<file path="src/logic/pid_params.svh">
`ifndef PID_PARAMS_SVH
`define PID_PARAMS_SVH

// channel count and data widths
`define N_CHAN    2                     // servo channels
`define W_ADC     18                    // adc sample, signed
`define W_COMP    64                    // pid computation width
`define W_EP      16                    // host word and wishbone data
`define W_DAC     16                    // dac word, signed
`define OSM_MAX   8                     // largest oversample exponent
`define W_ACC     (`W_ADC + `OSM_MAX)   // filter accumulator, room for 2^8 samples
`define W_ADR     4                     // wishbone register address

// register map
`define REG_CTRL  4'd0                  // activate [1:0], lock [9:8]
`define REG_OSM   4'd1
`define REG_SETP  4'd2
`define REG_PCOEF 4'd3
`define REG_ICOEF 4'd4
`define REG_DCOEF 4'd5
`define REG_MULT  4'd6
`define REG_SHIFT 4'd7
`define REG_MIN   4'd8
`define REG_MAX   4'd9
`define REG_INIT  4'd10

`endif

</file>
<file path="src/logic/pid_pkg.sv">
`include "pid_params.svh"

package pid_pkg;

	// adc sample, also the filter output
	typedef struct packed {
		logic                     valid;
		logic signed [`W_ADC-1:0] data;
	} sample_t;

	// pid sum handed to the output stage
	typedef struct packed {
		logic                      valid;
		logic signed [`W_COMP-1:0] sum;
	} pid_word_t;

	// parallel dac word per channel
	typedef struct packed {
		logic                     valid;
		logic signed [`W_DAC-1:0] data;
	} dac_word_t;

	////////////////////////////////////////////////////////////////////////////
	// wishbone classic
	////////////////////////////////////////////////////////////////////////////

	typedef struct packed {
		logic              cyc;
		logic              stb;
		logic              we;
		logic [`W_ADR-1:0] adr;
		logic [`W_EP-1:0]  dat;   // write data
	} wb_req_t;

	typedef struct packed {
		logic             ack;
		logic [`W_EP-1:0] dat;    // read data, valid with ack
	} wb_rsp_t;

	// servo configuration, shared by every channel except the bit vectors
	typedef struct packed {
		logic [`N_CHAN-1:0] activate;   // filter enable per channel
		logic [`N_CHAN-1:0] lock;       // lock enable per channel
		logic [3:0]         osm;        // oversample exponent, saturated at 8
		logic signed [15:0] setpoint;
		logic signed [15:0] p_coef;
		logic signed [15:0] i_coef;
		logic signed [15:0] d_coef;
		logic signed [15:0] mult;       // output scale
		logic [3:0]         shift;      // right shift after scaling
		logic signed [15:0] out_min;
		logic signed [15:0] out_max;
		logic signed [15:0] out_init;   // output while unlocked
	} servo_cfg_t;

endpackage

</file>
<file path="src/logic/oversample_filter.sv">
`timescale 1ns/1ns
`include "pid_params.svh"

module oversample_filter (
	input  logic              clk50,
	input  logic              arst_n,
	input  logic              activate,     // channel enable
	input  logic [3:0]        osm,          // window is 2^osm samples
	input  pid_pkg::sample_t  sample_in,
	output pid_pkg::sample_t  sample_out
);

	logic [`OSM_MAX:0]        count;        // samples taken this window
	logic [`OSM_MAX:0]        count_inc;
	logic [`OSM_MAX:0]        win_len;
	logic signed [`W_ACC-1:0] acc;          // running window sum
	logic signed [`W_ACC-1:0] sample_ext;
	logic signed [`W_ACC-1:0] acc_next;
	logic signed [`W_ACC-1:0] mean;         // sum over 2^osm
	logic                     last;         // sample closes the window
	logic                     out_valid;
	logic [`W_ADC-1:0]        out_data;

	assign win_len    = 1'b1 << osm;
	assign count_inc  = count + 1'b1;
	assign sample_ext = sample_in.data;     // sign extend
	assign acc_next   = acc + sample_ext;
	assign mean       = acc_next >>> osm;   // arithmetic, rounds toward -inf

	// >= so a shrinking osm mid window still closes it
	assign last = sample_in.valid && (count_inc >= win_len);

	always_ff @(posedge clk50 or negedge arst_n) begin
		if (!arst_n) begin
			count     <= '0;
			acc       <= '0;
			out_valid <= 1'b0;
		end else if (!activate) begin
			count     <= '0;                // idle, nothing accumulates
			acc       <= '0;
			out_valid <= 1'b0;
		end else begin
			out_valid <= last;
			if (last) begin
				count <= '0;                // restart next window
				acc   <= '0;
			end else if (sample_in.valid) begin
				count <= count_inc;
				acc   <= acc_next;
			end
		end
	end

	always_ff @(posedge clk50) begin
		if (last)
			out_data <= mean[`W_ADC-1:0];   // mean fits the sample width
	end

	assign sample_out.valid = out_valid;
	assign sample_out.data  = out_data;

	a_count_range : assert property (@(posedge clk50) disable iff (!arst_n)
		count <= (1 << `OSM_MAX))
		else $error("oversample count past largest window");

endmodule

</file>
<file path="config.mk">
export PLATFORM = sky130hd
export DESIGN_NAME = oversample_filter
export DESIGN_NICKNAME = d
export VERILOG_FILES = /design/src/logic/pid_pkg.sv /design/src/logic/oversample_filter.sv
export VERILOG_INCLUDE_DIRS = /design/src /design/src/logic
export SDC_FILE = /design/constraint.sdc
export NUM_CORES = 1
export LEC_CHECK = 0
export BUFFER_PORTS_ARGS = -buffer_cell sky130_fd_sc_hd__buf_2
export CAP_MARGIN = 40
export CORE_MARGIN = 8
export CORE_UTILIZATION = 33
export DETAILED_ROUTE_END_ITERATION = 16
export PLACE_DENSITY = 0.59
export SLEW_MARGIN = 20
export SYNTH_ARGS = -nofsm -noshare
export SYNTH_HDL_FRONTEND = slang
export SYNTH_SLANG_ARGS = --single-unit
</file>
<file path="constraint.sdc">
create_clock -name clk50 -period 8.9 [get_ports clk50]
set_clock_uncertainty 0.1 [all_clocks]
set_input_delay 1.335 -clock clk50 [delete_from_list [all_inputs] [get_ports clk50]]
set_output_delay 1.335 -clock clk50 [all_outputs]
set_load 0.01 [all_outputs]
</file>
==> metrics.cfg <==
[worst_setup_path]
startpoint_type=primary input
ff2ff_setup_slack_ns=5.03
path_cells=buf_2, inv_2, nor2_1, nand2_1, ha_1, a21o_1, a21o_1, a21o_1, a21oi_1, o21ai_0, o41ai_1, and3_1, buf_4, a22o_1
crit_path_top_delay_cell=o41ai_1
arrival_ns=5.12
timing.rr.start=acc[8]
critPathKind=in -> reg
endpoint_kind=register
ff2ff_path_depth=9
critPathTopFamily=compound AO/OA/AOI/OAI gates
worstPathMaxFanout=27
crit_buf_inv=3
rr_endpoint=out_data[7]
cp.required_ns=9.04
cp_common_cell=a21o_1
max_stage_delay_ns=0.56

[pwr]
pwr-share-comb_pct=42.5
p_per_area_nw_per_um2=163
clockPowerShare_pct=23.4
switching_share_pct=38.4
leakage_nw=2.36
power_switching_w=0.000336
ir_worst_vdd_uv=83.5
power_w=0.000877
p_seq_share_pct=34.1
p_int_w=0.000541

[clock_network]
cts_buffers=5
clock_latency_ns=0.30
cts_buffer_depth=2
cts_tree=built
cts_setup_buffers=0
htreeDepth=2
path_clk_slew_ns=0.08
ctsResizeCount=0
holdBufCountCts=0
clockRootBuffer=clkbuf_16
clock_sinks=54

[final_layout]
fin_nets=624
drive_gt1_share_pct=15.5
fin_util_pct=36.8
synthToLayoutAreaGrowth_pct=8.51
fin_area_um2=5370
fillers=1463

[flow_run]
drv_cap=0

[sta]
slew_headroom_pct=50.2
finalHoldViolations=0
final-setup-viol-count=0
period_minus_slack_ns=4.98
period_share_pct=56.0
setup_slack_ns=3.92
setup_tns_ns=0
rsz0062_at_grt=no
fmax_mhz=201
drv_slew=0
worst_slew_pin_slew_ns=0.743

[grt]
grt_max_degree=37
grt_pass1_vias=4158
grt_overflow_total=0
grt_pass1_wl_um=21700
antenna_found_initial=1
grt.total_usage_pct=13.4

[placement]
io_buffers=44
place_area_um2=5190
post-place-ws_ns=3.68
hpwl_um=10200
place_congestion=0.894

[synthesis]
yosys_warnings=0
ys_types=73
synth.cell_area_um2=4950
ys.flop_type=dfrtp_1
netlist_instances=546
synth_edf_count=18
syn_nets=608
async_reset_ff_share_pct=66.7
ys_seq_area_share_pct=29.1
ys_ff_latch=54
avgSynthCellArea_um2=9.07

[detailed_routing]
ant_nets=0
dr.pass1.iters=5
via_count=4302
wl_um=13300
drc_errors=0
wire_per_inst_um=17.8
viasPerCell=5.75
drtIter0Drc=298

[die]
start_util_pct=33.9
ios=45
num_rows=44
core-area_um2=14600
die_h_um=139
die_area_um2=19200
dieWidth_um=139

[outcome]
status=finished, final reports clean

[hold_path]
hp-start=acc[0]
hold_depth=1
hold_class=reg -> reg
holdPathEnd=acc[0]

[cell usage in the layout (no fill, tap or decap), drive strengths merged, types with 4 or more instances in the layout]
cell type,n
ha,35
a21oi,45
mux2i,26
nor4,4
nor2b,6
nand3,12
a22o,32
nand2b,5
nand4,8
dfrtp,36
mux4,6
inv,11
clkbuf,5
or3,4
nand2,54
o21ai,30
xnor2,16
a211o,8
xor2,12
buf,48
a21o,11
o21a,4
mux2,7
edfxtp,18
nor3,10
and3,4
a211oi,15
o211ai,9
nor2,44
and2,4
[stage by stage]
stage	cells	hold slack [ns]
6_report	748	0.409
5_1_grt	747	0.429
4_1_cts	746	0.412
3_5_place_dp	738	0.388
3_3_place_gp	738	0.387
2_1_floorplan	546	0.354
[power by group through the flow]
stage | Clock [W] | Combinational [W] | Sequential, W
floorplan | 0 | 0.000269 | 0.000307
global placement | 0 | 0.000359 | 0.000304
detailed placement | 0 | 0.000366 | 0.000303
CTS | 0.000209 | 0.000367 | 0.000299
global route | 0.000218 | 0.000408 | 0.000301
finish | 0.000205 | 0.000373 | 0.000299
[logic make-up after synthesis]
logic type               share of synthesized area, %
adder cells (fa/ha/maj)                          9.25
buffers and inverters                            5.43
flip-flops                                       29.1
XOR/XNOR                                         5.71
AND/OR/NAND/NOR                                  14.9
AO/OA/AOI/OAI                                    25.9
multiplexers                                     9.73
[area by class of cell]
cell class,instances,area [µm²],area share [%]
Clock buffer,5,125,2.33
Clock inverter,3,26.3,0.489
Multi-Input combinational cell,444,3240,60.4
Tap cell,184,230,4.28
Antenna cell,1,2.50,0.0466
Inverter,9,33.8,0.629
Sequential cell,54,1440,26.8
Timing Repair Buffer,48,270,5.03
[cell usage after synthesis, types with 3 or more instances]
cell,count,area [µm²]
nand3_1,12,60.1
buf_2,4,20.0
mux4_2,5,113
o21bai_1,3,22.5
nand4_1,8,50.1
buf_4,4,30.0
xor2_1,12,105
mux2i_1,25,250
a21oi_1,44,220
xnor2_1,14,123
clkbuf_1,20,75.1
a211oi_2,3,37.5
o21ai_1,10,50.1
and3_1,4,25.0
a211oi_1,12,90.1
ha_1,35,438
a22oi_1,3,22.5
dfrtp_1,36,901
nor2_1,43,161
edfxtp_1,18,541
a211o_1,8,70.1
mux2_2,7,78.8
inv_1,8,30.0
nand2b_1,5,31.3
a21o_1,11,82.6
o211ai_1,9,67.6
nor4_1,4,25.0
o21a_1,4,30.0
or3_1,3,18.8
a22o_1,31,272
nand2_1,53,199
nor2b_1,6,37.5
buf_1,4,15.0
o21ai_0,19,95.1
nor3_1,10,50.1
clkbuf_8,5,68.8
[per-layer routing]
metal / vias up / GRT usage (%) / wire length, µm
met5: - / 0 / 13
met4: 2 / 4.41 / 278
met3: 23 / 2.43 / 799
met2: 134 / 20.3 / 5620
met1: 2059 / 18.6 / 6610
li1: 2084 / - / -
[flip-flops by register name (all words and copies together) (netlist names)]
name	flops
acc	26
out_data	18
count	9
out_valid	1
[worst max path at each step]
stage | end | start | cells after the start | slack [ns]
detailed placement | count[4] | osm[0] | 14 | 3.68
global route | acc[13] | osm[0] | 14 | 3.61
finish | acc[14] | osm[0] | 14 | 3.92
CTS | count[4] | osm[0] | 14 | 3.96
global placement | acc[14] | osm[0] | 14 | 3.84
floorplan | acc[19] | osm[1] | 16 | 4.31
(Power assumes the default switching activity.)
