**src/logic/pid_params.svh**
```systemverilog
`ifndef PID_PARAMS_SVH
`define PID_PARAMS_SVH

// channel count and data widths
`define N_CHAN    2                     // servo channels
`define W_ADC     18                    // adc sample, signed
`define W_COMP    64                    // pid computation width
`define W_EP      16                    // host word and wishbone data
`define W_DAC     16                    // dac word, signed
`define OSM_MAX   8                     // largest oversample exponent
`define W_ACC     (`W_ADC + `OSM_MAX)   // filter accumulator, room for 2^8 samples
`define W_ADR     4                     // wishbone register address

// register map
`define REG_CTRL  4'd0                  // activate [1:0], lock [9:8]
`define REG_OSM   4'd1
`define REG_SETP  4'd2
`define REG_PCOEF 4'd3
`define REG_ICOEF 4'd4
`define REG_DCOEF 4'd5
`define REG_MULT  4'd6
`define REG_SHIFT 4'd7
`define REG_MIN   4'd8
`define REG_MAX   4'd9
`define REG_INIT  4'd10

`endif

```
**src/logic/pid_pkg.sv**
```systemverilog
`include "pid_params.svh"

package pid_pkg;

	// adc sample, also the filter output
	typedef struct packed {
		logic                     valid;
		logic signed [`W_ADC-1:0] data;
	} sample_t;

	// pid sum handed to the output stage
	typedef struct packed {
		logic                      valid;
		logic signed [`W_COMP-1:0] sum;
	} pid_word_t;

	// parallel dac word per channel
	typedef struct packed {
		logic                     valid;
		logic signed [`W_DAC-1:0] data;
	} dac_word_t;

	////////////////////////////////////////////////////////////////////////////
	// wishbone classic
	////////////////////////////////////////////////////////////////////////////

	typedef struct packed {
		logic              cyc;
		logic              stb;
		logic              we;
		logic [`W_ADR-1:0] adr;
		logic [`W_EP-1:0]  dat;   // write data
	} wb_req_t;

	typedef struct packed {
		logic             ack;
		logic [`W_EP-1:0] dat;    // read data, valid with ack
	} wb_rsp_t;

	// servo configuration, shared by every channel except the bit vectors
	typedef struct packed {
		logic [`N_CHAN-1:0] activate;   // filter enable per channel
		logic [`N_CHAN-1:0] lock;       // lock enable per channel
		logic [3:0]         osm;        // oversample exponent, saturated at 8
		logic signed [15:0] setpoint;
		logic signed [15:0] p_coef;
		logic signed [15:0] i_coef;
		logic signed [15:0] d_coef;
		logic signed [15:0] mult;       // output scale
		logic [3:0]         shift;      // right shift after scaling
		logic signed [15:0] out_min;
		logic signed [15:0] out_max;
		logic signed [15:0] out_init;   // output while unlocked
	} servo_cfg_t;

endpackage

```
**src/logic/output_preprocessor.sv**
```systemverilog
`timescale 1ns/1ns
`include "pid_params.svh"

module output_preprocessor (
	input  logic               clk50,
	input  logic               arst_n,
	input  logic               lock,         // low holds the output at init
	input  logic signed [15:0] mult,
	input  logic [3:0]         shift,
	input  logic signed [15:0] out_min,
	input  logic signed [15:0] out_max,
	input  logic signed [15:0] out_init,
	input  pid_pkg::pid_word_t sum_in,
	output pid_pkg::dac_word_t dac_out
);

	logic signed [`W_COMP-1:0] mult_ext;
	logic signed [`W_COMP-1:0] min_ext;
	logic signed [`W_COMP-1:0] max_ext;
	logic signed [`W_COMP-1:0] product;
	logic signed [`W_COMP-1:0] scaled;       // after the right shift
	logic signed [`W_DAC-1:0]  clamped;
	logic                      out_valid;
	logic signed [`W_DAC-1:0]  out_data;

	assign mult_ext = mult;
	assign min_ext  = out_min;
	assign max_ext  = out_max;
	assign product  = sum_in.sum * mult_ext;
	assign scaled   = product >>> shift;     // shift stands in for a divisor

	always_comb begin
		if (scaled > max_ext)
			clamped = out_max;
		else if (scaled < min_ext)
			clamped = out_min;
		else
			clamped = scaled[`W_DAC-1:0];    // in range, fits the dac word
	end

	always_ff @(posedge clk50 or negedge arst_n) begin
		if (!arst_n)
			out_valid <= 1'b0;
		else
			out_valid <= sum_in.valid;
	end

	always_ff @(posedge clk50) begin
		if (sum_in.valid)
			out_data <= lock ? clamped : out_init;
	end

	assign dac_out.valid = out_valid;
	assign dac_out.data  = out_data;

	// limits and lock as they were when the word was computed
	a_in_limits : assert property (@(posedge clk50) disable iff (!arst_n)
		(dac_out.valid && $past(lock) && ($past(out_min) <= $past(out_max)))
		|-> (dac_out.data >= $past(out_min) && dac_out.data <= $past(out_max)))
		else $error("dac word outside min and max while locked");

endmodule

```
**config.mk**
```make
export PLATFORM = sky130hd
export DESIGN_NAME = output_preprocessor
export DESIGN_NICKNAME = d
export VERILOG_FILES = /design/src/logic/pid_pkg.sv /design/src/logic/output_preprocessor.sv
export VERILOG_INCLUDE_DIRS = /design/src /design/src/logic
export SDC_FILE = /design/constraint.sdc
export NUM_CORES = 2
export LEC_CHECK = 0
export ABC_AREA = 1
export BUFFER_PORTS_ARGS = -buffer_cell sky130_fd_sc_hd__buf_4
export CELL_PAD_IN_SITES_DETAIL_PLACEMENT = 0
export CELL_PAD_IN_SITES_GLOBAL_PLACEMENT = 1
export CORE_ASPECT_RATIO = 0.6
export CORE_MARGIN = 2
export CORE_UTILIZATION = 40
export DETAILED_ROUTE_END_ITERATION = 16
export GPL_ROUTABILITY_DRIVEN = 0
export GPL_TIMING_DRIVEN = 0
export MAX_ROUTING_LAYER = met4
export PLACE_DENSITY_LB_ADDON = 0.08
export SLEW_MARGIN = 20
export SYNTH_ARGS = -nofsm -noshare
export SYNTH_HDL_FRONTEND = slang
export SYNTH_SLANG_ARGS = --single-unit
```
**constraint.sdc**
```tcl
create_clock -name clk50 -period 0.8 [get_ports clk50]
set_clock_uncertainty 0.05 [all_clocks]
set_input_delay 0.04 -clock clk50 [delete_from_list [all_inputs] [get_ports clk50]]
set_output_delay 0.04 -clock clk50 [all_outputs]
set_load 0.02 [all_outputs]
```
==> flow_results.org <==
** Outcome
- Result of the run :: complete, but fails checks
- The final reports fail on negative hold slack, negative setup slack.

** Clock tree
- Clock slew at the register clock pins of the worst setup and hold paths :: about 0.05 ns
- TritonCTS built the clock tree.
- CTS H-tree lvls :: 1
- Hold buffers post-CTS :: 2
- Number of buffers added by the clock tree synthesis step :: 3
- Maximum clock path buffer count :: 2
- In this run the clock root is driven by a clkbuf_16.
- The clock drives 17 sinks.

** Die
- The floorplan step defined a die boundary enclosing between 90000 and 100000 sq um.
- Starting utilization of the core area :: 40.6%
- Die width :: just under 400 um
- Std-Cell Core Area :: 88000 sq um
- Die Y :: around 240 um
- Std cell rows :: between 80 and 90
- Count of boundary I/O pins :: between 150 and 200

** Setup path
- Critical path peak fanout :: 8
- At the worst endpoint, the required time is around 0.77 ns.
- Startpoint kind of the worst setup timing path :: input port
- On the worst path, the slowest cell contributes a delay of around 0.65 ns.
- Element type at the critical path end :: register
- Crit path buf inv count :: 12
- Following the worst setup path forward leads to its endpoint at out_data[6].
- Counting buffers and inverters, the worst setup path is between 40 and 50 cells deep.
- The critical path in this run is classified as input port to register.
- Data arrival time of the critical path :: roughly 9 ns
- The largest individual stage delay along the critical path comes from the cell fa_2.
- In this run the worst setup path begins at mult[8].
- Grouping stages by cell kind, the critical path spends the most delay in adder cells.

** Worst hold path
- Along the worst hold path, the cell count comes to 3.
- In this run the worst hold path is classified as input port to register.

** Timing
- Setup violations remaining at the end of the flow were counted as 33.
- RSZ-0062 raised after global routing :: yes
- F_max :: between 100 and 150 MHz
- Post-Route Hold Slack :: -0.00701 ns
- Max-slew violation count :: 0
- Transition time at the pin with the least slew margin :: 1.11 ns
- Time the worst path needs with I/O delays and setup :: 8.95 ns
- In the finished design, the share of the clock period the worst path needs comes to 1120%.
- In the post-route analysis, the smallest setup slack over all paths is -8.15 ns.
- Headroom to the max-slew limit came out at a little over a quarter.
- Hold Fails Final Rpt :: 3

** Yosys
- Of all cell types, the one taking the most synthesized area is fa_1.
- inv_1 is the most common cell in the netlist.
- In this run, synthesis produced a sequential element count of 17.
- After synthesis, the largest family of logic cells by area is adder cells.
- Averaged over all synthesized cells, the footprint is between 7 and 8 sq um.
- Mapped Nets :: 6159
- Among all flip-flop cells after synthesis, the most frequent one is edfxtp_1.
- Synth Area in Simple Gates :: between 20% and 30%
- Area share of the largest cell type after synthesis :: 42.1%
- Largest cells by area after synthesis :: fa_1 42%, inv_1 15%, nand2_1 13%
- Synth cell count leaders :: 1430 x inv_1, 1279 x nand2_1, 752 x fa_1
- For this run, asynchronously set or reset flops after synthesis account for 5.88%.
- The synthesized netlist devotes 52.1% of its cell area to adder and majority cells.
- The synthesized design contains 16 enable-type register cells.
- For this run, the register share of the synthesized area comes to between 1 and 1.5%.
- The cell count after synthesis came out at roughly 5000.
- YS warnings :: 0
- Number of distinct library cell variants in the gate-level netlist after synthesis :: 55
- Of the total synthesized cell area, the portion taken by XOR and XNOR cells is 1.71%.
- Netlist area before placement :: 35700 sq um
- Share of the synthesized area in compound gates (AO/OA/AOI/OAI) :: ~6.3%
- Of the post-synthesis cell area, the part taken by muxes is less than 1%.

** Layout
- Share of final-layout standard cells stronger than drive strength 1 :: 16.2%
- Net count of the finished layout :: around 6400
- Number of fill cells :: slightly below 9000
- Synth-to-layout area growth :: 21.1%

** Drt
- Violation count after the first detailed-routing iteration :: approximately 2800
- Detailed routing inserted a total of ~33000 vias.
- Antenna Violating Nets Remaining :: 0
- The first detailed-routing pass ran for 6 iterations.
- Average wire per standard cell :: approximately 22 um
- Detailed-route DRC error count :: 0
- The routed design has about 140 mm of wire.
- Via-to-Cell Ratio :: 5.11

** Global route
- Wire length of the first global-routing pass :: around 210 mm
- Pin count of the biggest net entering global routing :: 42
- Number of antenna violations at the first check in global routing :: 6
- Total Routing Usage GR :: a little under a third
- Overflow after GRT :: 0
- The via count of the first global-routing pass was between 30000 and 40000.

** Placed design
- Estimated wirelength of the detail-placed design :: ~120 mm
- Port buffer count :: 94

** Flow run
- Max Cap Violations :: 0
[layout make-up]
type,instances,area (sq um),share of cell area [%]
tap,1161,1450,3.36
antenna,3,7.51,0.0174
multi-input combinational,3277,30800,71.2
inverter,1434,5390,12.5
sequential,17,505,1.17
buffer,259,3020,6.98
timing repair buffer,223,2010,4.64
clock buffer,4,78.8,0.182
[layer usage]
layer / GRT usage [%] / part of all wire (%) / vias to the layer above
met2: 41.8 / 38 / 1318
met4: 2.90 / 1.0 / 0
met3: 9.34 / 12 / 83
met1: 49.0 / 49 / 16306
li1: - / - / 14916
met5: - / 0 / -
[cell families after synthesis]
| logic type | after synthesis |
|---|---|
| fa+ha+maj | 1035 |
| compound gates | 385 |
| mux | 14 |
| simple gates | 1774 |
| flops | 17 |
| xor+xnor | 69 |
| buf+inv | 1694 |
[worst min-delay path by stage]
stage | startpoint | endpoint | slack, ns
global placement | arst_n | out_valid | -0.23
finish | out_init[9] | out_data[9] | -0.007
floorplan | arst_n | out_valid | -0.31
CTS | out_init[12] | out_data[12] | -0.008
global route | out_init[9] | out_data[9] | -0.003
detailed placement | arst_n | out_valid | -0.23
[through the flow]
stage | cells | utilization [%] | instance area (sq um) | setup TNS, ns | setup WS [ns]
after global routing | 6378 | 49.1 | 43200 | -136.87 | -8.50
after floorplan | 4988 | - | 36300 | -111.68 | -7.04
final | 6378 | 49.1 | 43200 | -130.78 | -8.15
after CTS | 6338 | 47.9 | 42100 | -128.03 | -8.00
after detailed placement | 6245 | 43.8 | 38500 | -164.41 | -10.43
after global placement | 6243 | 43.8 | 38500 | -166.08 | -10.55
[layout by cell type, fill, tap and decap left out, types with 21 or more instances in the layout]
cell          n
a21oi_1      98
a21oi_2      46
buf_2        24
buf_4       188
buf_6        29
clkbuf_1     26
clkbuf_16    52
clkbuf_2     30
clkbuf_4     28
clkbuf_8     63
fa_1        712
fa_2         40
ha_1        239
ha_4         36
inv_1      1409
inv_2        23
nand2_1    1223
nand2_2      51
nand3_1     204
nand3_2      56
nand4_1      22
nor2_1      127
o21ai_0      78
o21ai_1      35
or2_2        21
xnor2_1      28
xor2_1       32
[repair_timing]
item	4_1_cts	5_1_grt
pin swaps	103	91
resized for setup	599	223
endpoints found under the hold margin	5	1
cloned	8	1
endpoints found under the setup margin	33	33
setup buffers	80	38
[flip-flops by register name (all words and copies together), names as in the netlist]
name and count:
out_data 16, out_valid 1
Power is not shown: default switching activity piles up to over one toggle a cycle in this logic, so the estimate is an artifact.
