--- config.mk ---
export PLATFORM = sky130hd
export DESIGN_NAME = pid_param_bank
export DESIGN_NICKNAME = d
export VERILOG_FILES = /design/src/logic/pid_pkg.sv /design/src/logic/pid_param_bank.sv
export VERILOG_INCLUDE_DIRS = /design/src /design/src/logic
export SDC_FILE = /design/constraint.sdc
export NUM_CORES = 1
export LEC_CHECK = 0
export BUFFER_PORTS_ARGS = -buffer_cell sky130_fd_sc_hd__buf_2
export CAP_MARGIN = 5
export CELL_PAD_IN_SITES_DETAIL_PLACEMENT = 0
export CELL_PAD_IN_SITES_GLOBAL_PLACEMENT = 1
export CORE_ASPECT_RATIO = 0.9
export CORE_MARGIN = 10
export CORE_UTILIZATION = 35
export CTS_CLUSTER_SIZE = 14
export DETAILED_ROUTE_END_ITERATION = 16
export PLACE_DENSITY = 0.73
export SKIP_CTS_REPAIR_TIMING = 1
export SLEW_MARGIN = 20
export SYNTH_ARGS = -nofsm -noshare
export SYNTH_HDL_FRONTEND = slang
export SYNTH_SLANG_ARGS = --single-unit
--- constraint.sdc ---
create_clock -name clk50 -period 2 [get_ports clk50]
set_clock_uncertainty 0.15 [all_clocks]
set_input_delay 0.3 -clock clk50 [delete_from_list [all_inputs] [get_ports clk50]]
set_output_delay 0.3 -clock clk50 [all_outputs]
set_load 0.05 [all_outputs]
--- src/logic/pid_params.svh ---
`ifndef PID_PARAMS_SVH
`define PID_PARAMS_SVH

// channel count and data widths
`define N_CHAN    2                     // servo channels
`define W_ADC     18                    // adc sample, signed
`define W_COMP    64                    // pid computation width
`define W_EP      16                    // host word and wishbone data
`define W_DAC     16                    // dac word, signed
`define OSM_MAX   8                     // largest oversample exponent
`define W_ACC     (`W_ADC + `OSM_MAX)   // filter accumulator, room for 2^8 samples
`define W_ADR     4                     // wishbone register address

// register map
`define REG_CTRL  4'd0                  // activate [1:0], lock [9:8]
`define REG_OSM   4'd1
`define REG_SETP  4'd2
`define REG_PCOEF 4'd3
`define REG_ICOEF 4'd4
`define REG_DCOEF 4'd5
`define REG_MULT  4'd6
`define REG_SHIFT 4'd7
`define REG_MIN   4'd8
`define REG_MAX   4'd9
`define REG_INIT  4'd10

`endif

--- src/logic/pid_pkg.sv ---
`include "pid_params.svh"

package pid_pkg;

	// adc sample, also the filter output
	typedef struct packed {
		logic                     valid;
		logic signed [`W_ADC-1:0] data;
	} sample_t;

	// pid sum handed to the output stage
	typedef struct packed {
		logic                      valid;
		logic signed [`W_COMP-1:0] sum;
	} pid_word_t;

	// parallel dac word per channel
	typedef struct packed {
		logic                     valid;
		logic signed [`W_DAC-1:0] data;
	} dac_word_t;

	////////////////////////////////////////////////////////////////////////////
	// wishbone classic
	////////////////////////////////////////////////////////////////////////////

	typedef struct packed {
		logic              cyc;
		logic              stb;
		logic              we;
		logic [`W_ADR-1:0] adr;
		logic [`W_EP-1:0]  dat;   // write data
	} wb_req_t;

	typedef struct packed {
		logic             ack;
		logic [`W_EP-1:0] dat;    // read data, valid with ack
	} wb_rsp_t;

	// servo configuration, shared by every channel except the bit vectors
	typedef struct packed {
		logic [`N_CHAN-1:0] activate;   // filter enable per channel
		logic [`N_CHAN-1:0] lock;       // lock enable per channel
		logic [3:0]         osm;        // oversample exponent, saturated at 8
		logic signed [15:0] setpoint;
		logic signed [15:0] p_coef;
		logic signed [15:0] i_coef;
		logic signed [15:0] d_coef;
		logic signed [15:0] mult;       // output scale
		logic [3:0]         shift;      // right shift after scaling
		logic signed [15:0] out_min;
		logic signed [15:0] out_max;
		logic signed [15:0] out_init;   // output while unlocked
	} servo_cfg_t;

endpackage

--- src/logic/pid_param_bank.sv ---
`timescale 1ns/1ns
`include "pid_params.svh"

module pid_param_bank (
	input  logic                 clk50,
	input  logic                 arst_n,
	input  pid_pkg::wb_req_t     wb_i,
	output pid_pkg::wb_rsp_t     wb_o,
	output pid_pkg::servo_cfg_t  cfg
);

	localparam logic [3:0] OSM_SAT = `OSM_MAX;   // ceiling for the exponent

	logic             ack;
	logic             req;                       // new access seen this cycle
	logic             wr_en;
	logic [3:0]       osm_sat;                   // host osm after saturation
	logic [`W_EP-1:0] rd_mux;                    // decoded read word
	logic [`W_EP-1:0] rd_dat;                    // held for the ack cycle

	// the ack cycle itself never starts another access
	assign req   = wb_i.cyc & wb_i.stb & ~ack;
	assign wr_en = req & wb_i.we;

	assign osm_sat = (wb_i.dat > `OSM_MAX) ? OSM_SAT : wb_i.dat[3:0];

	////////////////////////////////////////////////////////////////////////////
	// read decode
	////////////////////////////////////////////////////////////////////////////

	always_comb begin
		rd_mux = '0;                             // unmapped reads as zero
		case (wb_i.adr)
			`REG_CTRL: begin
				rd_mux[`N_CHAN-1:0]  = cfg.activate;
				rd_mux[8 +: `N_CHAN] = cfg.lock;
			end
			`REG_OSM:   rd_mux[3:0] = cfg.osm;
			`REG_SETP:  rd_mux      = cfg.setpoint;
			`REG_PCOEF: rd_mux      = cfg.p_coef;
			`REG_ICOEF: rd_mux      = cfg.i_coef;
			`REG_DCOEF: rd_mux      = cfg.d_coef;
			`REG_MULT:  rd_mux      = cfg.mult;
			`REG_SHIFT: rd_mux[3:0] = cfg.shift;
			`REG_MIN:   rd_mux      = cfg.out_min;
			`REG_MAX:   rd_mux      = cfg.out_max;
			`REG_INIT:  rd_mux      = cfg.out_init;
			default:    ;
		endcase
	end

	always_ff @(posedge clk50) begin
		if (req)
			rd_dat <= rd_mux;                    // sampled with the request
	end

	////////////////////////////////////////////////////////////////////////////
	// ack and register writes
	////////////////////////////////////////////////////////////////////////////

	always_ff @(posedge clk50 or negedge arst_n) begin
		if (!arst_n) begin
			ack      <= 1'b0;
			cfg      <= '0;
			cfg.mult <= 16'sd1;                  // unity gain out of reset
		end else begin
			ack <= req;                          // single cycle pulse
			if (wr_en) begin
				// new value is live in the ack cycle
				case (wb_i.adr)
					`REG_CTRL: begin
						cfg.activate <= wb_i.dat[`N_CHAN-1:0];
						cfg.lock     <= wb_i.dat[8 +: `N_CHAN];
					end
					`REG_OSM:   cfg.osm      <= osm_sat;
					`REG_SETP:  cfg.setpoint <= wb_i.dat;
					`REG_PCOEF: cfg.p_coef   <= wb_i.dat;
					`REG_ICOEF: cfg.i_coef   <= wb_i.dat;
					`REG_DCOEF: cfg.d_coef   <= wb_i.dat;
					`REG_MULT:  cfg.mult     <= wb_i.dat;
					`REG_SHIFT: cfg.shift    <= wb_i.dat[3:0];
					`REG_MIN:   cfg.out_min  <= wb_i.dat;
					`REG_MAX:   cfg.out_max  <= wb_i.dat;
					`REG_INIT:  cfg.out_init <= wb_i.dat;
					default:    ;                // unmapped, dropped
				endcase
			end
		end
	end

	assign wb_o.ack = ack;
	assign wb_o.dat = rd_dat;

	// one ack per access, the master must see it drop
	a_ack_pulse : assert property (@(posedge clk50) disable iff (!arst_n)
		wb_o.ack |=> !wb_o.ack)
		else $error("wishbone ack held for two cycles");

endmodule

==> reports/summary.txt <==
Run status = completed
Clock sinks = 157
Post-Layout Cell Count = 1,010
DR iter-0 viols = 541
Pint = 6.315 mW
TritonCTS clock tree = done
Clock share of power = 0.348
Crit path required time = 2170 ps
Mapped Cells = 517
Core ar. = 0.02011 sq mm
Flop pwr share = 0.398
Final GP Congestion = 0.8979
Dpl cells = 977
Worst-Skew Late Latency = 430 ps
Multi-input logic area = 0.002967 sq mm
Synth cell types = 55
Worst-path clk slew = 70 ps
Nature of the critical path endpoint = flop
Routed vias = 5,556
Remaining antenna violation count = 0
CP Max Fanout = 8
CTS Buf Count = 17
Pleak = 4.842 nW
Count of pins over their slew limit = 0
Combinational fraction of design power = 0.254
Post-DP HPWL = 19,720 um
Final min period = 1973 ps
Worst Reg2Reg Path Length in Cells = 5
Vias in the first global route = 6,002
Die X = 171.2 um
Pre-CTS setup slack = -140.5 ps
Vias/cell = 5.501
Total GRT Usage = 0.1991
WL per Instance = 26.24 um
Hold Startpoint = wb_i[10]
Flop and latch count out of synthesis = 157
Main synth FF type = dfrtp_1
Initial Util = 0.3583
Number of synthesized flops with an enable pin = 16
Total wire length = 26,500 um
Highest clock rate = 506.8 MHz
Setup ws final = 26.66 ps
Port buffer count = 181
Net switching power = 3.534 mW
Hold Crit Class = input pin to flop
Root Buffer = clkbuf_16
GRT Residual Overflow = 0
Die height = 156.1 um
Sequential cell area = 0.004010 sq mm
Antenna Diode Count = 0
I/O pins = 182
Hold path cells = 2
Pwr Density = 1040 mW/mm^2
Area after DPL = 0.008828 sq mm
Final #Nets = 767
Max VDD drop = 0.0005618 V
Clock Path Buffers = 2
Site row count = 49
WP data arrival = 2140 ps
Max-cap violations = 0
Area Growth Syn to Fin = 31.38%
Synth Net Count = 542
H-tree Lvls = 4
Fillcell total = 1,779
Max_slew headroom = 0.5903
Final period utilization = 0.9867
YS warnings = 0
Pre-antenna DRT Iters = 8
Post-synth ARST share = 0.8981
RSZ-0062 raised after global routing = false
Cell area after layout = 0.009467 sq mm
Critical R2R Launch = ack$_DFF_PN0_
Largest net degree at the start of global routing = 52
First-pass GRT wire length = 39,390 um
Initial antenna violation count = 0
Die area = 0.02673 sq mm
Worst reg2reg path endpoint = cfg[32]$_DFFE_PN0P_
Post-Syn Area = 0.007206 sq mm
Crit Path Class = flop to flop
Setup crit start kind = flop
Switch share = 0.3588
Mean Syn Cell Area = 13.94 sq um
R2R Setup Slk = 30 ps
Min-Delay Endpoint = cfg[42]$_DFFE_PN0P_
Least-Margin Pin Slew = 608.9 ps
Share of cells above drive strength 1 = 0.5126
Final setup violation count = 0
Fin. Hold Viols = 0
Seq/Total Area, Yosys = 0.5565
Drt drc = 0
-- layout by cell type, fill, tap and decap left out, types with 7 or more instances in the layout --
cell type  instances
a21oi_1           11
a22o_1            10
a22oi_1           21
buf_12            12
buf_2            180
buf_4             50
clkbuf_16         17
dfrtp_1          140
edfxtp_1          16
mux2_1            48
mux2_2            74
mux2_4            20
mux2i_1           11
nand2_1           10
nand2b_1           8
nor2_1            16
nor2b_1            7
nor3_1             7
o211ai_1           7
-- cell usage after synthesis, drive strengths merged (3+ instances only) --
cell    number  area share
mux2i       11       0.015
nor2        20       0.013
nand2b       8      0.0069
a21oi       11      0.0076
o21ai        6      0.0042
and2         6      0.0052
mux2       142        0.23
nor3         8      0.0063
nor4b        3      0.0075
a32oi        5      0.0061
o211ai       7      0.0073
buf         31       0.028
nand2       13      0.0085
edfxtp      16       0.067
nand3        7      0.0066
dfrtp      140        0.49
a22o        10       0.012
a22oi       21       0.022
nor2b        7      0.0061
a222oi       5      0.0069
clkbuf       7      0.0036
a211o        4      0.0049
o22ai        4      0.0035
-- stage by stage --
| stage | hold WS (ps) | util | total power, mW | TNS [ps] |
|---|---|---|---|---|
| floorplan | -145.6 | - | 5.623 | 0 |
| detailed placement | 139.3 | 0.4390 | 6.488 | -2109 |
| global placement | 129.1 | 0.4390 | 6.446 | -2379 |
| global route | 71.06 | 0.4708 | 10.18 | 0 |
| CTS | -322.5 | 0.4701 | 9.900 | -1594 |
| finish | 67.02 | 0.4708 | 9.850 | 0 |
-- how the worst max path moves through the flow --
| stage | from | endpoint | slack, ps |
|---|---|---|---|
| floorplan | wb_i[16] | rd_dat[6]$_DFFE_PN_ | 90 |
| global placement | wb_i[19] | cfg[32]$_DFFE_PN0P_ | -170 |
| detailed placement | wb_i[19] | cfg[43]$_DFFE_PN0P_ | -140 |
| CTS | ack$_DFF_PN0_ | cfg[32]$_DFFE_PN0P_ | -110 |
| global route | ack$_DFF_PN0_ | cfg[32]$_DFFE_PN0P_ | 8 |
| finish | ack$_DFF_PN0_ | cfg[32]$_DFFE_PN0P_ | 30 |
-- layout make-up --
cell class,count,share of cell area
flip-flops and latches,157,0.4236
multi-input cells,320,0.3134
repair buffers,244,0.1624
clock buffers,20,0.04930
well taps,255,0.03370
clock inverters,12,0.01679
inverters,2,0.0007930
-- registers in the layout (all words and copies together), names as in the netlist --
| name | flops |
|---|---|
| ack | 1 |
| rd_dat | 16 |
| cfg | 140 |
-- power groups by stage --
stage               clock network (mW)  registers, mW  logic (mW)
finish                            3.43           3.92        2.50
global route                      3.60           3.96        2.62
CTS                               3.46           3.91        2.53
detailed placement                   0           3.97        2.52
global placement                     0           3.96        2.49
floorplan                            0           5.09       0.529
-- worst max-delay path, stage by stage, from the launching register on --
cell and delay, ps:
dfrtp_1 370, and4b_2 340, buf_12 140, and3_2 320
buf_4 190, mux2_2 340
-- metal layers --
| layer | up-vias | track usage | part of all wire |
|---|---|---|---|
| li1 | 2398 | - | - |
| met4 | 0 | 0.05585 | 0.014 |
| met3 | 28 | 0.06248 | 0.075 |
| met1 | 2864 | 0.2583 | 0.44 |
| met5 | - | 0 | 0 |
| met2 | 266 | 0.3129 | 0.47 |
-- cells by family after synthesis --
family / share of synthesized area
mux: 0.2507
compound gates: 0.08439
simple gates: 0.07588
buf+inv: 0.03247
flops: 0.5565
Note: power is estimated with default switching activity, not from simulation.
