## src/logic/pid_params.svh

```systemverilog
`ifndef PID_PARAMS_SVH
`define PID_PARAMS_SVH

// channel count and data widths
`define N_CHAN    2                     // servo channels
`define W_ADC     18                    // adc sample, signed
`define W_COMP    64                    // pid computation width
`define W_EP      16                    // host word and wishbone data
`define W_DAC     16                    // dac word, signed
`define OSM_MAX   8                     // largest oversample exponent
`define W_ACC     (`W_ADC + `OSM_MAX)   // filter accumulator, room for 2^8 samples
`define W_ADR     4                     // wishbone register address

// register map
`define REG_CTRL  4'd0                  // activate [1:0], lock [9:8]
`define REG_OSM   4'd1
`define REG_SETP  4'd2
`define REG_PCOEF 4'd3
`define REG_ICOEF 4'd4
`define REG_DCOEF 4'd5
`define REG_MULT  4'd6
`define REG_SHIFT 4'd7
`define REG_MIN   4'd8
`define REG_MAX   4'd9
`define REG_INIT  4'd10

`endif

```

## src/logic/pid_pkg.sv

```systemverilog
`include "pid_params.svh"

package pid_pkg;

	// adc sample, also the filter output
	typedef struct packed {
		logic                     valid;
		logic signed [`W_ADC-1:0] data;
	} sample_t;

	// pid sum handed to the output stage
	typedef struct packed {
		logic                      valid;
		logic signed [`W_COMP-1:0] sum;
	} pid_word_t;

	// parallel dac word per channel
	typedef struct packed {
		logic                     valid;
		logic signed [`W_DAC-1:0] data;
	} dac_word_t;

	////////////////////////////////////////////////////////////////////////////
	// wishbone classic
	////////////////////////////////////////////////////////////////////////////

	typedef struct packed {
		logic              cyc;
		logic              stb;
		logic              we;
		logic [`W_ADR-1:0] adr;
		logic [`W_EP-1:0]  dat;   // write data
	} wb_req_t;

	typedef struct packed {
		logic             ack;
		logic [`W_EP-1:0] dat;    // read data, valid with ack
	} wb_rsp_t;

	// servo configuration, shared by every channel except the bit vectors
	typedef struct packed {
		logic [`N_CHAN-1:0] activate;   // filter enable per channel
		logic [`N_CHAN-1:0] lock;       // lock enable per channel
		logic [3:0]         osm;        // oversample exponent, saturated at 8
		logic signed [15:0] setpoint;
		logic signed [15:0] p_coef;
		logic signed [15:0] i_coef;
		logic signed [15:0] d_coef;
		logic signed [15:0] mult;       // output scale
		logic [3:0]         shift;      // right shift after scaling
		logic signed [15:0] out_min;
		logic signed [15:0] out_max;
		logic signed [15:0] out_init;   // output while unlocked
	} servo_cfg_t;

endpackage

```

## src/logic/pid_core.sv

```systemverilog
`timescale 1ns/1ns
`include "pid_params.svh"

module pid_core (
	input  logic               clk50,
	input  logic               arst_n,
	input  logic               lock,          // low clears integral and history
	input  logic signed [15:0] setpoint,
	input  logic signed [15:0] p_coef,
	input  logic signed [15:0] i_coef,
	input  logic signed [15:0] d_coef,
	input  pid_pkg::sample_t   sample_in,
	output pid_pkg::pid_word_t sum_out
);

	logic signed [`W_COMP-1:0] setp_ext;
	logic signed [`W_COMP-1:0] samp_ext;
	logic signed [`W_COMP-1:0] p_ext;
	logic signed [`W_COMP-1:0] i_ext;
	logic signed [`W_COMP-1:0] d_ext;
	logic signed [`W_COMP-1:0] error;
	logic signed [`W_COMP-1:0] prev_error;    // error of the last valid sample
	logic signed [`W_COMP-1:0] integral;
	logic signed [`W_COMP-1:0] integral_next;
	logic signed [`W_COMP-1:0] deriv;
	logic signed [`W_COMP-1:0] sum;
	logic                      out_valid;
	logic signed [`W_COMP-1:0] out_sum;

	// everything widened to the computation width first
	assign setp_ext = setpoint;
	assign samp_ext = sample_in.data;
	assign p_ext    = p_coef;
	assign i_ext    = i_coef;
	assign d_ext    = d_coef;

	////////////////////////////////////////////////////////////////////////////
	// pid terms
	////////////////////////////////////////////////////////////////////////////

	assign error         = setp_ext - samp_ext;
	assign integral_next = integral + error;       // includes this sample
	assign deriv         = error - prev_error;
	assign sum           = p_ext * error + i_ext * integral_next + d_ext * deriv;

	always_ff @(posedge clk50 or negedge arst_n) begin
		if (!arst_n) begin
			integral   <= '0;
			prev_error <= '0;
			out_valid  <= 1'b0;
		end else begin
			out_valid <= sample_in.valid;          // unlocked samples still flow
			if (!lock) begin
				integral   <= '0;                  // restart clean on relock
				prev_error <= '0;
			end else if (sample_in.valid) begin
				integral   <= integral_next;
				prev_error <= error;
			end
		end
	end

	always_ff @(posedge clk50) begin
		if (sample_in.valid)
			out_sum <= sum;
	end

	assign sum_out.valid = out_valid;
	assign sum_out.sum   = out_sum;

	a_one_cycle : assert property (@(posedge clk50) disable iff (!arst_n)
		sum_out.valid |-> $past(sample_in.valid))
		else $error("pid sum valid without input one cycle earlier");

endmodule

```

## config.mk

```make
export PLATFORM = sky130hd
export DESIGN_NAME = pid_core
export DESIGN_NICKNAME = d
export VERILOG_FILES = /design/src/logic/pid_pkg.sv /design/src/logic/pid_core.sv
export VERILOG_INCLUDE_DIRS = /design/src /design/src/logic
export SDC_FILE = /design/constraint.sdc
export NUM_CORES = 2
export LEC_CHECK = 0
export ABC_AREA = 0
export BUFFER_PORTS_ARGS = -buffer_cell sky130_fd_sc_hd__buf_2
export CORE_MARGIN = 2
export CORE_UTILIZATION = 50
export DETAILED_ROUTE_END_ITERATION = 6
export PLACE_DENSITY = 0.66
export RECOVER_POWER = 25
export SKIP_CTS_REPAIR_TIMING = 1
export SLEW_MARGIN = 20
export SYNTH_ARGS = -nofsm -noshare
export SYNTH_HDL_FRONTEND = slang
export SYNTH_SLANG_ARGS = --single-unit
export TNS_END_PERCENT = 20
```

## constraint.sdc

```tcl
create_clock -name clk50 -period 21.2 [get_ports clk50]
set_input_delay 4.24 -clock clk50 [delete_from_list [all_inputs] [get_ports clk50]]
set_output_delay 4.24 -clock clk50 [all_outputs]
set_load 0.02 [all_outputs]
```

==> impl_results.html <==
<table>
<tr><th>Metric</th><th>Value</th></tr>
<tr><th colspan="2">Run status</th></tr>
<tr><td>Run status</td><td>finished, violations left</td></tr>
<tr><td>Violations in the final reports</td><td>capacitance limit, slew limit</td></tr>
<tr><th colspan="2">Yosys</th></tr>
<tr><td>Synthesized area per cell</td><td>between 9 and 10 um2</td></tr>
<tr><td>Gate Count Post-Synth</td><td>8,753</td></tr>
<tr><td>Synth async-reset ratio</td><td>0.5676</td></tr>
<tr><td>Number of warnings printed during yosys synthesis</td><td>0</td></tr>
<tr><td>Sequential area share after synthesis</td><td>0.04994</td></tr>
<tr><td>FF+latch count, synth</td><td>roughly 150</td></tr>
<tr><td>Post-synth EDFFs</td><td>64</td></tr>
<tr><td>Synth Net Count</td><td>11,400</td></tr>
<tr><td>Post-synthesis instance area</td><td>80,580 um2</td></tr>
<tr><td>Primary flip-flop cell chosen by synthesis mapping</td><td>sky130_fd_sc_hd__dfrtp_1</td></tr>
<tr><td>Number of distinct library cell variants in the gate-level netlist after synthesis</td><td>83</td></tr>
<tr><th colspan="2">Worst setup path</th></tr>
<tr><td>Setup CP Type</td><td>input pin to register</td></tr>
<tr><td>Cell type with the highest occurrence count on the critical path</td><td>sky130_fd_sc_hd__fa_1</td></tr>
<tr><td>Cell type of the slowest stage on the worst timing path</td><td>sky130_fd_sc_hd__a311oi_1</td></tr>
<tr><td>Critical-path maximum fanout</td><td>18</td></tr>
<tr><td>Maximum single-stage delay on the critical path</td><td>0.91 ns</td></tr>
<tr><td>Buf+Inv Stages, Crit Path</td><td>5</td></tr>
<tr><td>Critical Path Source Type</td><td>input pin</td></tr>
<tr><td>Kind of cell with the highest combined delay on the critical path</td><td>adder cells</td></tr>
<tr><td>Required arrival time at the worst endpoint</td><td>approximately 22 ns</td></tr>
<tr><td>CP Data Arrival Time</td><td>19.77 ns</td></tr>
<tr><td>Capturing element type of the critical path</td><td>register</td></tr>
<tr><th colspan="2">Layout</th></tr>
<tr><td>Fill cell total of the finished layout</td><td>around 15,000</td></tr>
<tr><td>Cell area after layout</td><td>between 80,000 and 90,000 um2</td></tr>
<tr><td>Most common cell after layout, fill and taps aside</td><td>sky130_fd_sc_hd__inv_1</td></tr>
<tr><td>Fraction of final layout cells with drive strength greater than 1</td><td>0.04427</td></tr>
<tr><td>Final Net Count</td><td>about 11,000</td></tr>
<tr><td>Filler-free cell count of the finished design</td><td>about 11,000</td></tr>
<tr><td>Relative area change from synthesis to final layout</td><td>4.703%</td></tr>
<tr><td>Leading cell types in the layout, fill and taps excluded</td><td>sky130_fd_sc_hd__inv_1 (2,312), sky130_fd_sc_hd__fa_1 (2,199), sky130_fd_sc_hd__nand2_1 (1,336)</td></tr>
<tr><th colspan="2">Drt</th></tr>
<tr><td>First-iteration detailed-routing DRC count</td><td>around 4,500</td></tr>
<tr><td>Detailed-route via count</td><td>58,820</td></tr>
<tr><td>Antenna viol nets, final</td><td>0</td></tr>
<tr><td>Vias/cell</td><td>5.439</td></tr>
<tr><td>Routed wire length</td><td>241,400 um</td></tr>
<tr><td>Pre-antenna DRT Iters</td><td>5</td></tr>
<tr><td>DRC viols</td><td>0</td></tr>
<tr><td>Detailed-route wire length per cell</td><td>between 20 and 25 um</td></tr>
<tr><th colspan="2">Floorplanning</th></tr>
<tr><td>Area of the placeable core</td><td>160,400 um2</td></tr>
<tr><td>Horizontal extent of the die</td><td>405.4 um</td></tr>
<tr><td>Number of ports placed on the die boundary</td><td>151</td></tr>
<tr><td>Die Span Y</td><td>405.4 um</td></tr>
<tr><td>Initial Util</td><td>0.5024</td></tr>
<tr><td>Die footprint</td><td>164,400 um2</td></tr>
<tr><td>Standard-cell row count</td><td>around 150</td></tr>
<tr><th colspan="2">Placement</th></tr>
<tr><td>Number of cells in the design after placement</td><td>10,780</td></tr>
<tr><td>Number of port buffers</td><td>150</td></tr>
<tr><td>Setup WS pre-CTS</td><td>1.494 ns</td></tr>
<tr><td>DP HPWL</td><td>201,200 um</td></tr>
<tr><td>Cell Area, Placed</td><td>83,750 um2</td></tr>
<tr><td>Placer Congestion</td><td>0.9610</td></tr>
<tr><th colspan="2">STA</th></tr>
<tr><td>Final total negative setup slack</td><td>0 ns</td></tr>
<tr><td>Top achievable clock speed</td><td>0.05137 GHz</td></tr>
<tr><td>Worst setup margin</td><td>1.735 ns</td></tr>
<tr><td>Clock period minus final worst setup slack</td><td>19.47 ns</td></tr>
<tr><td>Transition time at the pin with the least slew margin</td><td>3.424 ns</td></tr>
<tr><td>Unrepaired setup endpoints after global routing</td><td>no</td></tr>
<tr><td>Final Setup Violations</td><td>0</td></tr>
<tr><td>Slew headroom</td><td>-1.283</td></tr>
<tr><td>Max-slew violation count</td><td>134</td></tr>
<tr><td>Final hold violation count</td><td>0</td></tr>
<tr><td>Post-Route Skew</td><td>0.03605 ns</td></tr>
<tr><td>Fraction of the cycle the final worst path needs</td><td>0.9182</td></tr>
<tr><th colspan="2">Clocking</th></tr>
<tr><td>Root buffer cell</td><td>sky130_fd_sc_hd__clkbuf_16</td></tr>
<tr><td>Clock buffer count from CTS</td><td>17</td></tr>
<tr><td>Latest clock arrival within the worst-skew pair</td><td>0.56 ns</td></tr>
<tr><td>CTS HTree Levels</td><td>4</td></tr>
<tr><td>Worst-path clk slew</td><td>0.08 ns</td></tr>
<tr><td>Clock tree from TritonCTS</td><td>built</td></tr>
<tr><td>Clk sinks</td><td>148</td></tr>
<tr><td>Clock tree buffer depth</td><td>2</td></tr>
<tr><th colspan="2">Job</th></tr>
<tr><td>Number of max-cap violations</td><td>3</td></tr>
<tr><th colspan="2">Global routing</th></tr>
<tr><td>Pin count of the biggest net entering global routing</td><td>between 60 and 70</td></tr>
<tr><td>First-pass GRT wire length</td><td>381,500 um</td></tr>
<tr><td>Overall Global Routing Usage</td><td>0.3092</td></tr>
<tr><td>Vias in the first global route</td><td>64,330</td></tr>
<tr><td>Overall overflow remaining after global route</td><td>0</td></tr>
<tr><td>Antenna violations before repair</td><td>1</td></tr>
<tr><th colspan="2">Worst hold path</th></tr>
<tr><td>Path class of the lowest-slack min-delay path</td><td>register to register</td></tr>
</table>
## final timing paths
kind | startpoint | to | slack, ns | cells after the start
setup / recovery | sample_in[1] | out_sum[63] | 1.73 | 48
hold / removal | integral[30] | integral[30] | 0.51 | 1
setup reg to reg | prev_error[0] | out_sum[63] | 7.12 | 42
hold reg to reg | integral[30] | integral[30] | 0.51 | 1
max in group asynchronous | arst_n | integral[30] | 12.42 | 2
min in group asynchronous | arst_n | prev_error[2] | 4.73 | 1
## worst register-to-register path: cells and delay by family, from the launching register on
kind / cells / cell delay, ns
adders and majority gates: 13 / 6.50
AOI/OAI and AO/OA: 16 / 4.56
and+or+nand+nor: 7 / 1.81
DFF: 1 / 0.38
xor gates and xnor gates: 2 / 0.38
buffers and inverters: 4 / 0.22
## cells in the mapped netlist, types with 7 or more instances
cell type	count	area share
sky130_fd_sc_hd__inv_1	2312	0.11
sky130_fd_sc_hd__fa_1	2200	0.55
sky130_fd_sc_hd__nand2_1	1336	0.062
sky130_fd_sc_hd__and2_1	456	0.035
sky130_fd_sc_hd__clkbuf_1	393	0.018
sky130_fd_sc_hd__ha_1	363	0.056
sky130_fd_sc_hd__nor2_1	235	0.011
sky130_fd_sc_hd__a21oi_1	172	0.011
sky130_fd_sc_hd__nand2b_1	155	0.012
sky130_fd_sc_hd__xnor2_1	144	0.016
sky130_fd_sc_hd__a21o_1	95	0.0089
sky130_fd_sc_hd__o21ai_0	90	0.0056
sky130_fd_sc_hd__dfrtp_1	84	0.026
sky130_fd_sc_hd__nor2b_1	77	0.0060
sky130_fd_sc_hd__nand3_1	76	0.0047
sky130_fd_sc_hd__mux2i_1	67	0.0083
sky130_fd_sc_hd__edfxtp_1	64	0.024
sky130_fd_sc_hd__xor2_1	53	0.0058
sky130_fd_sc_hd__and3_1	34	0.0026
sky130_fd_sc_hd__nor3_1	29	0.0018
sky130_fd_sc_hd__nand4_1	28	0.0022
sky130_fd_sc_hd__o21bai_1	27	0.0025
sky130_fd_sc_hd__a31oi_1	23	0.0018
sky130_fd_sc_hd__buf_1	19	0.00089
sky130_fd_sc_hd__o21a_1	16	0.0015
sky130_fd_sc_hd__o31ai_1	16	0.0015
sky130_fd_sc_hd__a211oi_1	15	0.0014
sky130_fd_sc_hd__o211ai_1	15	0.0014
sky130_fd_sc_hd__or3_1	12	0.00093
sky130_fd_sc_hd__buf_2	9	0.00056
sky130_fd_sc_hd__or2_2	9	0.00070
sky130_fd_sc_hd__a41oi_1	8	0.00087
sky130_fd_sc_hd__o21ai_1	8	0.00050
sky130_fd_sc_hd__a21boi_0	7	0.00065
sky130_fd_sc_hd__nor4_1	7	0.00054
## kinds of logic (layout without fill, tap and decap cells)
kind of cell	Yosys count	after routing	synth area share
xor gates and xnor gates	207	207	0.02390
AOI/OAI and AO/OA	555	555	0.04472
buffers and inverters	2737	2635	0.1277
DFF	148	148	0.04994
and+or+nand+nor	2476	2476	0.1425
muxes	67	67	0.008323
adders and majority gates	2563	2563	0.6029
other	0	4	0
## layout make-up
cell class / instances / area, um2 / share of cell area
Sequential cell: 148 / 4024 / 0.04769
Tap cell: 2160 / 2703 / 0.03203
Inverter: 2315 / 8690 / 0.1030
Timing Repair Buffer: 290 / 1821 / 0.02158
Multi-Input combinational cell: 5868 / 66540 / 0.7887
Clock inverter: 9 / 93.84 / 0.001112
Clock buffer: 21 / 486.7 / 0.005769
Antenna cell: 4 / 10.01 / 0.0001186
## metrics by stage
step,hold slack (ns),utilization
3_5_place_dp,0.4961,0.5222
6_report,0.5060,0.5260
4_1_cts,0.5096,0.5258
2_1_floorplan,0.4656,-
3_3_place_gp,0.4852,0.5220
5_1_grt,0.5236,0.5260
## routing by layer
metal,vias to the layer above,share of wire,global-route usage
li1,24880,-,-
met1,30770,0.39,0.4161
met2,2652,0.47,0.4886
met3,516,0.092,0.06790
met4,2,0.048,0.1248
met5,-,0.000058,0
## state kept, by name, indices dropped and copies added, names as in the netlist
name and cells:
integral 64, out_sum 64, out_valid 1, prev_error 19
Power is not shown: default switching activity piles up to over one toggle a cycle in this logic, so the estimate is an artifact.
